`src/verilog/adc_sample_pkg.sv`:
```
/*
 * ADC sample types
 * one converter sample as carried on the board, and the pair of
 * channel samples that is captured together every data clock
 */

package adc_sample_pkg;

	// converter resolution
	// samples are zero extended from here up to SAMPLE_BITS
	localparam int ADC_BITS = 14;

	// board width of one sample lane
	localparam int SAMPLE_BITS = 16;

	typedef logic [SAMPLE_BITS-1:0] adc_sample_t;

	// two channels side by side, 32 bits in total
	// chan_a sits in the upper half, chan_b in the lower half
	// this is also the word layout of the capture memory
	typedef struct packed {
		adc_sample_t chan_a;
		adc_sample_t chan_b;
	} sample_pair_t;

endpackage

```
`src/verilog/capture_mem_pkg.sv`:
```
/*
 * Capture memory definitions
 * depth, address and word types, the write port bundle and the
 * states of the capture sequencer
 */

package capture_mem_pkg;

	// memory geometry
	localparam int CAPTURE_DEPTH = 1024;
	localparam int ADDR_BITS = $clog2(CAPTURE_DEPTH);
	localparam int WORD_BITS = 32;

	typedef logic [ADDR_BITS-1:0] cap_addr_t;
	typedef logic [WORD_BITS-1:0] cap_word_t;

	// highest address a capture writes
	localparam cap_addr_t LAST_ADDR = '1;

	// flops on the enable crossing
	localparam int ENABLE_SYNC_STAGES = 3;

	// one memory write per cycle, strobed by we
	typedef struct packed {
		logic      we;
		cap_addr_t addr;
		cap_word_t data;
	} mem_write_t;

	// capture sequencer
	// idle until a request, fill the memory, then hold at full
	typedef enum logic [1:0] {
		CAP_IDLE = 2'd0,
		CAP_FILL = 2'd1,
		CAP_FULL = 2'd2
	} capture_state_t;

endpackage

```
`src/verilog/capture_addr_gen.sv`:
```
/*
 * Capture address generator
 * steps the memory address while a capture is requested and registers
 * each sample pair next to its address, reporting when memory is full
 */

`timescale 1ns/1ps

module capture_addr_gen (
	input  logic                        data_clk_div,
	input  logic                        rst_n,
	input  logic                        capture_req,
	input  adc_sample_pkg::sample_pair_t adc_in,
	output capture_mem_pkg::mem_write_t wr,
	output logic                        capture_full
);

	import capture_mem_pkg::*;

	capture_state_t state;
	capture_state_t state_next;

	cap_addr_t addr;
	cap_addr_t addr_next;
	logic      we;
	logic      we_next;
	cap_word_t data;

	// next state and counter
	// address moves before the first write, so word 0 is never filled
	always_comb begin
		state_next = state;
		addr_next  = addr;
		we_next    = 1'b0;

		unique case (state)
			CAP_IDLE: begin
				addr_next = '0;
				if (capture_req) begin
					state_next = CAP_FILL;
					addr_next  = addr + 1'b1;
					we_next    = 1'b1;
				end
			end

			CAP_FILL: begin
				if (!capture_req) begin
					state_next = CAP_IDLE;
					addr_next  = '0;
				end else if (addr == LAST_ADDR) begin
					// last word goes out this cycle
					state_next = CAP_FULL;
				end else begin
					addr_next = addr + 1'b1;
					we_next   = 1'b1;
				end
			end

			CAP_FULL: begin
				if (!capture_req) begin
					state_next = CAP_IDLE;
					addr_next  = '0;
				end
			end

			default: begin
				state_next = CAP_IDLE;
				addr_next  = '0;
			end
		endcase
	end

	always_ff @(posedge data_clk_div) begin
		if (!rst_n) begin
			state <= CAP_IDLE;
			addr  <= '0;
			we    <= 1'b0;
		end else begin
			state <= state_next;
			addr  <= addr_next;
			we    <= we_next;
		end
	end

	// sample payload, lined up with the address of the same cycle
	always_ff @(posedge data_clk_div) begin
		if (capture_req) begin
			data <= adc_in;
		end
	end

	assign wr.we   = we;
	assign wr.addr = addr;
	assign wr.data = data;

	assign capture_full = (state == CAP_FULL);

endmodule

```
`config.mk`:
```
export PLATFORM = sky130hd
export DESIGN_NAME = capture_addr_gen
export DESIGN_NICKNAME = d
export VERILOG_FILES = /design/src/verilog/adc_sample_pkg.sv /design/src/verilog/capture_mem_pkg.sv /design/src/verilog/capture_addr_gen.sv
export SDC_FILE = /design/constraint.sdc
export NUM_CORES = 1
export LEC_CHECK = 0
export BUFFER_PORTS_ARGS = -buffer_cell sky130_fd_sc_hd__buf_2
export CORE_UTILIZATION = 40
export DETAILED_ROUTE_END_ITERATION = 8
export HOLD_SLACK_MARGIN = 0.08
export MAX_ROUTING_LAYER = met4
export PLACE_DENSITY = 0.81
export SLEW_MARGIN = 20
export SYNTH_ARGS = -nofsm -noshare
export SYNTH_HDL_FRONTEND = slang
export SYNTH_SLANG_ARGS = --single-unit
```
`constraint.sdc`:
```
create_clock -name data_clk_div -period 1.4 [get_ports data_clk_div]
set_input_delay 0.28 -clock data_clk_div [delete_from_list [all_inputs] [get_ports data_clk_div]]
set_output_delay 0.28 -clock data_clk_div [all_outputs]
set_load 0.005 [all_outputs]
```
==> reports/metrics.csv <==
stage,metric,value,unit
logic_synthesis,syn_inst,106,
sta,timing.setup.tns,-326,ps
sta,finalCriticalPeriod,1480,ps
final_layout,final_common_cell,buf_2,
logic_synthesis,synth-seq-cells,45,
die,die_x,65.6,um
worst_setup_path,worst-endpoint-arrival,1710,ps
sta,relSlewSlack,76.8,%
worst_setup_path,crit_type,register to register,
placed_design,io_buffers,78,
sta,rsz0062_at_grt,yes,
sta,setup_ws,-75.3,ps
die,die_area,4300,sq um
placed_design,dpl.hpwl,2.74,mm
final_layout,fillCellCount,297,
route,num_vias,1250,
final_layout,final_util,61.1,%
logic_synthesis,synth_adder_area_share,0.774,%
outcome,violations,negative setup slack,
sta,period_share,105,%
logic_synthesis,synthMuxAreaShare,1.24,%
logic_synthesis,synth_area,1620,sq um
clock_network,cts_tree,yes,
final_layout,multi_input_comb_area,425,sq um
clock_network,cts.clk_slew.worst_paths,80,ps
final_layout,drive_above_1_share,56.9,%
placed_design,dp_cells,241,
worst_setup_path,endpoint_kind,register,
die,initial_utilization,42.9,%
clock_network,clockBufferDepth,2,
pwr,power,2.46,mW
logic_synthesis,ys_warn_count,0,
final_layout,final_cell_area,2310,sq um
route,dr.first_iter.drc_count,88,
logic_synthesis,synth_top_family_by_area,simple AND/OR/NAND/NOR gates,
clock_network,htree_num_levels,2,
hold_path,holdCritPathClass,primary input to register,
logic_synthesis,avgSynthCellArea,15.3,sq um
pwr,ir_drop,0.623,mV
clock_network,clkLatencyLatePin,280,ps
worst_setup_path,cp_max_fo,3,
grt,grt_pass1_vias,1131,
worst_setup_path,cp_data_required_time,1630,ps
route,postRouteAntennaNets,0,
grt,antenna_found_initial,0,
placed_design,post_dp_cell_area,2130,sq um
logic_synthesis,synth-compound-area-share,8.51,%
sta,maxSlewViolCount,0,
die,boundaryPins,79,
final_layout,layout.cells.non_filler,252,
route,drt-total-wl,3.74,mm
die,die_h,65.6,um
placed_design,gp_congestion,0.936,
final_layout,seqCellArea,1220,sq um
logic_synthesis,synth_xor_area_share,0.542,%
sta,clock_skew,4.29,ps
die,std_cell_rows,22,
route,via_per_inst,4.96,
clock_network,root_buffer,clkbuf_8,
final_layout,mostFrequentLayoutCells,"78 x buf_2, 32 x edfxtp_1, 14 x buf_4",
route,drc,0,
logic_synthesis,yosysSeqAreaShare,75.5,%
grt,grt_usage,17.1,%
logic_synthesis,synthSimpleGateAreaFrac,11.3,%
final_layout,areaGrowthSynthToFinish,42.6,%
clock_network,cts_made_buffers,5,
outcome,outcome,"finished, violations left",
die,coreArea,3770,sq um
grt,grt_max_degree,29,
sta,hold_violations,0,
sta,max_freq,0.678,GHz
logic_synthesis,synth_area_leaders,"edfxtp_1 59%, dfxtp_1 16%, a21oi_1 2.5%",
final_layout,n_antenna_cell,0,
route,wl_per_cell,14.8,um
run,drv_cap,0,
worst_setup_path,cp-start-kind,register,
grt,grt_pass1_wl,5.31,mm
logic_synthesis,synth_nets,142,
pwr,power.density,1070,nW/um^2
logic_synthesis,yosysTopAreaCell,edfxtp_1,
logic_synthesis,synthDominantCellAreaShare,59.4,%
route,drt-pass1-iter-count,4,
clock_network,cts.sinks,45,
grt,grt-ovfl-total,0,
sta,setup_viol,6,
pwr,leakagePower,0.999,nW
logic_synthesis,synth.distinct_cells,31,
final_layout,layout.nets,239,
sta,tightest_slew,347,ps
[Yosys cell counts]
| cell | instances |
|---|---|
| and3_2 | 1 |
| nor2b_1 | 1 |
| o41ai_1 | 1 |
| dfxtp_1 | 13 |
| and2b_4 | 1 |
| nor3_1 | 1 |
| nand3_2 | 1 |
| a41oi_1 | 2 |
| and4_1 | 2 |
| edfxtp_1 | 32 |
| nand4_2 | 1 |
| mux2i_1 | 2 |
| ha_1 | 1 |
| and2_2 | 1 |
| a31oi_1 | 3 |
| nand2b_1 | 1 |
| a21oi_1 | 8 |
| o221a_1 | 1 |
| inv_1 | 5 |
| a32oi_1 | 1 |
| nor2_1 | 5 |
| nand3_1 | 4 |
| o21ai_2 | 1 |
| nand2_1 | 9 |
| xnor2_1 | 1 |
| buf_4 | 2 |
| o31ai_1 | 1 |
| or2_1 | 1 |
| a32o_2 | 1 |
| nor4_4 | 1 |
| o21ai_0 | 1 |
[registers in the layout, indices dropped and copies added (netlist names)]
name   count
state      2
we         1
addr      10
data      32
[cell type report]
| type | count | area share (%) |
|---|---|---|
| Sequential cell | 45 | 53.1 |
| Timing Repair Buffer | 92 | 21.5 |
| Multi-Input combinational cell | 54 | 18.4 |
| Clock buffer | 7 | 3.31 |
| Tap cell | 48 | 2.60 |
| Inverter | 5 | 0.814 |
| Clock inverter | 1 | 0.217 |
[through the flow]
stage                     hold slack (ps)  setup slack [ps]
after floorplan                       379              4.63
after global placement                457              55.2
after detailed placement              458              32.2
after CTS                             160              5.62
after global routing                  151              -142
final                                 165             -75.3
[where the power goes]
part           total [mW]  switching [mW]  internal (mW)  leakage, nW
combinational       0.191          0.0913          0.100        0.536
sequential           1.53          0.0213           1.51        0.420
clock               0.735           0.385          0.350       0.0422
total                2.46           0.498           1.96        0.999
[metal layers]
layer	track usage [%]	part of all wire [%]	up-vias
met5	-	0	-
met4	3.26	0	0
met3	5.38	9.7	0
met2	27.7	48	79
met1	21.3	42	574
li1	-	-	597
[worst paths after layout]
path | start | endpoint | slack (ps) | depth (start not counted)
worst max-delay path | addr[1] | addr[9] | -80 | 5
worst min-delay path | adc_in[17] | data[17] | 170 | 1
worst max register to register | addr[1] | addr[9] | -80 | 5
worst min register to register | addr[0] | addr[0] | 590 | 2
[worst max-delay path: stages, from the launching register on]
cell and delay (ps):
dfxtp_2 360, ha_4 150, nand4_4 130, nor4_4 410
or2_1 200, o221a_1 180
[logic make-up after synthesis]
logic type / count (synthesis)
AO/OA/AOI/OAI: 20
XOR/XNOR: 1
adder cells (fa/ha/maj): 1
buffers and inverters: 7
flip-flops: 45
multiplexers: 2
AND/OR/NAND/NOR: 30
[repair_timing]
action,4_1_cts,5_1_grt
hold buffers,0,0
setup endpoints to repair,1,11
setup buffers,0,3
resized for setup,1,13
pin swaps,0,5
No activity file was read; power rests on OpenSTA's default activity.
