`src/verilog/capture_mem_pkg.sv`:
```
/*
 * Capture memory definitions
 * depth, address and word types, the write port bundle and the
 * states of the capture sequencer
 */

package capture_mem_pkg;

	// memory geometry
	localparam int CAPTURE_DEPTH = 1024;
	localparam int ADDR_BITS = $clog2(CAPTURE_DEPTH);
	localparam int WORD_BITS = 32;

	typedef logic [ADDR_BITS-1:0] cap_addr_t;
	typedef logic [WORD_BITS-1:0] cap_word_t;

	// highest address a capture writes
	localparam cap_addr_t LAST_ADDR = '1;

	// flops on the enable crossing
	localparam int ENABLE_SYNC_STAGES = 3;

	// one memory write per cycle, strobed by we
	typedef struct packed {
		logic      we;
		cap_addr_t addr;
		cap_word_t data;
	} mem_write_t;

	// capture sequencer
	// idle until a request, fill the memory, then hold at full
	typedef enum logic [1:0] {
		CAP_IDLE = 2'd0,
		CAP_FILL = 2'd1,
		CAP_FULL = 2'd2
	} capture_state_t;

endpackage

```
`src/verilog/capture_enable_sync.sv`:
```
/*
 * Capture enable synchronizer
 * brings the asynchronous enable level into the data clock domain
 * and turns its edges into a capture request level
 */

`timescale 1ns/1ps

module capture_enable_sync (
	input  logic data_clk_div,
	input  logic rst_n,
	input  logic capture_enable,
	output logic capture_req
);

	import capture_mem_pkg::*;

	logic [ENABLE_SYNC_STAGES-1:0] sync_q;
	logic                          enable_sync;
	logic                          enable_q;
	logic                          enable_rise;
	logic                          enable_fall;

	// metastability chain, oldest stage on the msb
	always_ff @(posedge data_clk_div) begin
		if (!rst_n) begin
			sync_q <= '0;
		end else begin
			sync_q <= {sync_q[ENABLE_SYNC_STAGES-2:0], capture_enable};
		end
	end

	assign enable_sync = sync_q[ENABLE_SYNC_STAGES-1];

	// edge detect against the previous synchronized value
	assign enable_rise = enable_sync & ~enable_q;
	assign enable_fall = ~enable_sync & enable_q;

	// request follows the edges rather than the level itself
	always_ff @(posedge data_clk_div) begin
		if (!rst_n) begin
			enable_q    <= 1'b0;
			capture_req <= 1'b0;
		end else begin
			enable_q <= enable_sync;
			if (enable_rise) begin
				capture_req <= 1'b1;
			end else if (enable_fall) begin
				capture_req <= 1'b0;
			end
		end
	end

endmodule

```
`config.mk`:
```
export PLATFORM = sky130hd
export DESIGN_NAME = capture_enable_sync
export DESIGN_NICKNAME = d
export VERILOG_FILES = /design/src/verilog/capture_mem_pkg.sv /design/src/verilog/capture_enable_sync.sv
export SDC_FILE = /design/constraint.sdc
export NUM_CORES = 1
export LEC_CHECK = 0
export ABC_AREA = 0
export CORE_AREA = 2 2 39 41
export DETAILED_ROUTE_END_ITERATION = 10
export DIE_AREA = 0 0 41 43
export DONT_BUFFER_PORTS = 1
export PLACE_DENSITY = 0.35
export SYNTH_ARGS = -nofsm -noshare
export SYNTH_HDL_FRONTEND = slang
export SYNTH_SLANG_ARGS = --single-unit
```
`constraint.sdc`:
```
create_clock -name data_clk_div -period 1.1 [get_ports data_clk_div]
set_input_delay 0.22 -clock data_clk_div [delete_from_list [all_inputs] [get_ports data_clk_div]]
set_output_delay 0.22 -clock data_clk_div [all_outputs]
set_load 0.03 [all_outputs]
```
==> parameters.txt, run 1 <==
Parameter                              Value

Critical path
  Crit path launch    capture_req
  Worst Path Required    880 ps
  Top fanout value on the critical path    2
  Depth of the most critical reg-to-reg path    4
  Reg-to-Reg Start    enable_q
  Cell depth of the worst setup path    0
  Capturing element type of the critical path    output port
  Startpoint type of the worst setup path    flop
  Arrival time reported for the critical path endpoint    740 ps
  Critical Path Sink    capture_req
  Register-to-register path setup slack    150 ps
  Endpoint of the most critical register-to-register path    capture_req
  Critical path class    flop to output port

Cells and area
  Sequential Area    100 um^2
  Fin nets    22
  Top library cells by usage in the layout, fill and taps aside    sky130_fd_sc_hd__dfxtp_1 (5), sky130_fd_sc_hd__and2_1 (4), sky130_fd_sc_hd__clkbuf_4 (3)
  ANT cells    0
  Layout fillers    151
  Share of final-layout standard cells stronger than drive strength 1    17.6%
  Combined area of the multi-input logic cells    53.8 um^2
  Final core occ    14.7%
  Area delta synth->final    29.4%
  Finished layout cell area    204 um^2
  Most common library cell in the layout ignoring fill and taps    sky130_fd_sc_hd__dfxtp_1

Global routing
  First-pass GRT wire length    282 um
  GRT overflow    0
  Global router's overall resource usage    3.12%
  Antenna violations before repair    0
  Largest net degree at the start of global routing    6
  Number of global-route vias before repair    85

Logic synthesis
  Adder-cell share of the synthesized area    7.94%
  Share of the synthesized area in the top cell type    63.5%
  Area of the mapped netlist    158 um^2
  Synth Instances    13
  Fraction of synthesized cell area in xor and xnor cells    0%
  Sequential-to-total area share from yosys stat    63.5%
  Number of different library cells in the post-synthesis netlist    6
  Yosys warnings    0
  Fraction of synthesized area in multiplexers    6.35%
  Number of nets in the synthesized netlist    17
  Top cell type by total area after synthesis    sky130_fd_sc_hd__dfxtp_1
  Number of register bits inferred by synthesis    5
  Main combinational cell family by area after synthesis    simple AND/OR/NAND/NOR gates
  Synth Area per Inst    12.1 um^2
  Compound-Gate Fraction of Synth Area    0%
  Post-Synth Simple-Gate Area    19.8%
  Leading post-synthesis cells by cell area    sky130_fd_sc_hd__dfxtp_1 (63%), sky130_fd_sc_hd__and2_1 (16%), sky130_fd_sc_hd__ha_1 (7.9%)

CTS
  CTS Hold Bufs    0
  Clock tree buffer depth    2
  Clock tree from TritonCTS    yes
  Number of gates given a new drive strength after cts    0
  CTS sink cnt    5
  H-tree depth reported by CTS    1
  Clock insertion delay at the later pin of the skew report    240 ps
  Root Buffer    sky130_fd_sc_hd__clkbuf_4
  Post-CTS Repair Setup Buffers    0
  Register clock-pin slew on the reported worst setup and hold paths    40 ps
  Num CTS Buffers    3

Floorplanning
  Boundary pin count    4
  Row count    14
  Width of the die    41 um
  Standard cell core area    1380 um^2
  Die area    1760 um^2
  Initial Util    11.4%
  Die height    43 um

Placement
  Gpl congestion    0.518
  Placed cell area    178 um^2
  Port Buf Inserts    0
  Half-perimeter wire length after detailed placement    131 um

STA
  Highest clock rate    1040 MHz
  Final slew viol count    0
  Slew at the pin closest to its max-slew limit    324 ps
  Time the worst path needs with I/O delays and setup    965 ps
  Smallest hold slack    98.5 ps
  Count of endpoints failing hold in the final timing report    0
  RSZ-0062 raised after global routing    false
  Setup Total Neg Slack    0 ps
  Total of endpoints with negative setup slack in the final report    0
  Slew headroom    78.3%
  Final critical-path share of the clock period    87.7%
  Largest clock skew in the final design    3.44 ps

Outcome
  Run status    finished, final reports clean

Routing
  DRC viols    0
  Iteration count of the initial detailed-routing pass    2
  Avg WL per Cell    5.52 um
  Number of nets with antenna violations after detailed routing    0
  Via Count    92
  Post-Route WL    182 um
  First DRT Iteration DRCs    2
  Per-cell via count in the routed design    2.79

Min path
  Kind of path behind the tightest hold check    input pin to flop
  Source of the worst hold timing path    rst_n

Pwr
  Maximum resistive drop on vdd    0.764 mV
  Power per cell area    1980 nW/um^2
  Leak    0.0847 nW
  Power after layout    0.000404 W

Flow run
  Number of violations of the max-capacitance limit    0
## where the power goes
group	total, W	internal [W]	switching, W
clock network	0.000209	0.000137	0.0000719
registers	0.000189	0.000187	0.00000173
logic	0.00000659	0.00000456	0.00000203
total	0.000404	0.000329	0.0000757
## through the flow
| step | cells | setup slack, ps |
|---|---|---|
| after global routing | 33 | 92.5 |
| after detailed placement | 29 | 146 |
| after floorplan | 13 | 183 |
| final | 33 | 135 |
| after global placement | 29 | 150 |
| after CTS | 33 | 117 |
## cell type report
type / count / share of cell area (%)
sequential: 5 / 49.1
multi-input combinational: 7 / 26.4
clock buffer: 4 / 12.9
tap: 16 / 9.82
inverter: 1 / 1.84
## sequential cells by signal, summed over array words and instances (netlist names)
signal	count
sync_q	3
capture_req	1
enable_q	1
## worst min-delay path by stage
| stage | endpoint | slack [ps] | cells after the start |
|---|---|---|---|
| 2_1_floorplan | enable_q | 340 | 1 |
| 4_1_cts | enable_q | 90 | 1 |
| 6_report | enable_q | 100 | 1 |
| 3_5_place_dp | sync_q[0] | 340 | 1 |
| 3_3_place_gp | enable_q | 350 | 1 |
| 5_1_grt | enable_q | 90 | 1 |
## cells by family after synthesis
group	count (synthesis)
AND/OR/NAND/NOR	5
flip-flops	5
buffers and inverters	1
multiplexers	1
adder cells (fa/ha/maj)	1
## cells in the mapped netlist (all sizes together)
cell / instances
dfxtp: 5
and2: 4
ha: 1
inv: 1
mux2i: 1
nor2b: 1
## routing by layer
metal  part of all wire [%]  track usage (%)  vias up
met1                     46             2.26       38
met3                     27             7.33        0
li1                       -                -       47
met4                      0             2.00        0
met5                      0                0        -
met2                     26             2.19        7
(Power assumes the default switching activity.)
==> run 2, diff against run 1 <==
Settings changed: RECOVER_POWER set to 100, TNS_END_PERCENT set to 10.
==> run 2 against run 1 <==
Sequential share of layout area did not move; largest cell class unchanged; non-clock buffer count unchanged; critical path depth unchanged; largest power group unchanged; clock power is essentially flat; wire length is the same; critical endpoint unchanged; power about the same; count of clock-buffer cells in the layout did not move; first-iteration DRC count stayed put; flip-flop and latch count did not move; sequential power is essentially flat; design area stayed put; hold slack about the same.
==> parameters.txt, run 2 (synthesis results as in run 1) <==
Parameter                              Value

Cells and area
  Layout fillers    151
  Share of final-layout standard cells stronger than drive strength 1    17.6%
  Area delta synth->final    29.4%
  Largest registers    sync_q: 3 flops, capture_req: 1 flops, enable_q: 1 flops
  Flip-flop count of the largest register after layout    3
  Fin nets    22
  Most common library cell in the layout ignoring fill and taps    sky130_fd_sc_hd__dfxtp_1
  Top library cells by usage in the layout, fill and taps aside    sky130_fd_sc_hd__dfxtp_1 (5), sky130_fd_sc_hd__and2_1 (3), sky130_fd_sc_hd__clkbuf_4 (3)
  ANT cells    0
  Register ranked first by flip-flop count    sync_q
  Final core occ    14.7%

Critical path
  Startpoint type of the worst setup path    flop
  Capturing element type of the critical path    output port
  Top fanout value on the critical path    2
  Critical path class    flop to output port
  Cell depth of the worst setup path    0
  Worst Path Required    880 ps
  Arrival time reported for the critical path endpoint    740 ps
  Depth of the most critical reg-to-reg path    4

Floorplanning
  Die area    1760 um^2
  Width of the die    41 um
  Boundary pin count    4
  Die height    43 um
  Row count    14
  Initial Util    11.4%
  Standard cell core area    1380 um^2

CTS
  CTS sink cnt    5
  Num CTS Buffers    3
  Post-CTS Repair Setup Buffers    0
  Clock tree buffer depth    2
  Root Buffer    sky130_fd_sc_hd__clkbuf_4
  Clock tree from TritonCTS    yes
  Clock insertion delay at the later pin of the skew report    240 ps
  H-tree depth reported by CTS    1
  CTS Hold Bufs    0
  Register clock-pin slew on the reported worst setup and hold paths    40 ps
  Number of gates given a new drive strength after cts    0

STA
  Total of endpoints with negative setup slack in the final report    0
  Setup Total Neg Slack    0 ps
  RSZ-0062 raised after global routing    false
  Highest clock rate    1040 MHz
  Final WS setup    135 ps
  Final critical-path share of the clock period    87.7%
  Slew headroom    78.3%
  Time the worst path needs with I/O delays and setup    965 ps
  Final slew viol count    0
  Slew at the pin closest to its max-slew limit    324 ps
  Count of endpoints failing hold in the final timing report    0
  Largest clock skew in the final design    3.45 ps

Global routing
  GRT met1 Usage    2.26%
  Met3 layer usage reported by global route    7.33%
  Antenna violations before repair    0
  Global routing usage on met2    2.19%
  Largest net degree at the start of global routing    6
  GRT overflow    0
  First-pass GRT wire length    282 um
  Global routing's busiest layer    met3
  Global router's overall resource usage    3.12%
  Number of global-route vias before repair    85

Routing
  Per-cell via count in the routed design    2.79
  Iteration count of the initial detailed-routing pass    2
  Number of nets with antenna violations after detailed routing    0
  Via Count    92
  First DRT Iteration DRCs    2
  DRC viols    0
  Post-Route WL    182 um
  Avg WL per Cell    5.52 um

Placement
  Gpl congestion    0.518
  Half-perimeter wire length after detailed placement    131 um
  DP Worst Slack    146 ps
  Port Buf Inserts    0

Flow run
  Number of violations of the max-capacitance limit    0

Pwr
  Power per cell area    1980 nW/um^2
  Leak    0.0838 nW
  Maximum resistive drop on vdd    0.763 mV

Outcome
  Run status    finished, final reports clean

Min path
  Hold-critical path depth    1
  Kind of path behind the tightest hold check    input pin to flop
[run 2: worst paths after layout]
kind / from / endpoint / slack, ps
hold / removal: rst_n / enable_q / 100
setup reg to reg: enable_q / capture_req / 150
hold reg to reg: sync_q[1] / sync_q[2] / 430
setup / recovery: capture_req / capture_req / 140
[run 2: routing by layer]
metal / routed length, um / vias to the layer above
met5: 0 / -
met4: 0 / 0
met3: 50 / 0
met2: 48 / 7
met1: 83 / 38
li1: - / 47
[run 2: where the power goes]
group	leakage, nW	total [W]	switching, W	internal, W
sequential	0.0408	0.000189	0.00000175	0.000187
clock	0.0150	0.000209	0.0000720	0.000137
combinational	0.0280	0.00000647	0.00000203	0.00000444
total	0.0838	0.000404	0.0000757	0.000329
[run 2: cell type report]
class                   count  area (um^2)  area share (%)
well taps                  16         20.0            9.82
flip-flops and latches      5          100            49.1
multi-input cells           7         53.8            26.4
inverters                   1         3.75            1.84
clock buffers               4         26.3            12.9
[run 2: metrics by stage]
step | hold WS (ps) | power [W] | cell area, um^2 | std cells
finish | 98.5 | 0.000404 | 204 | 33
global route | 87.9 | 0.000432 | 204 | 33
CTS | 89.9 | 0.000417 | 204 | 33
detailed placement | 345 | 0.000199 | 178 | 29
global placement | 345 | 0.000199 | 178 | 29
floorplan | 342 | 0.000198 | 158 | 13
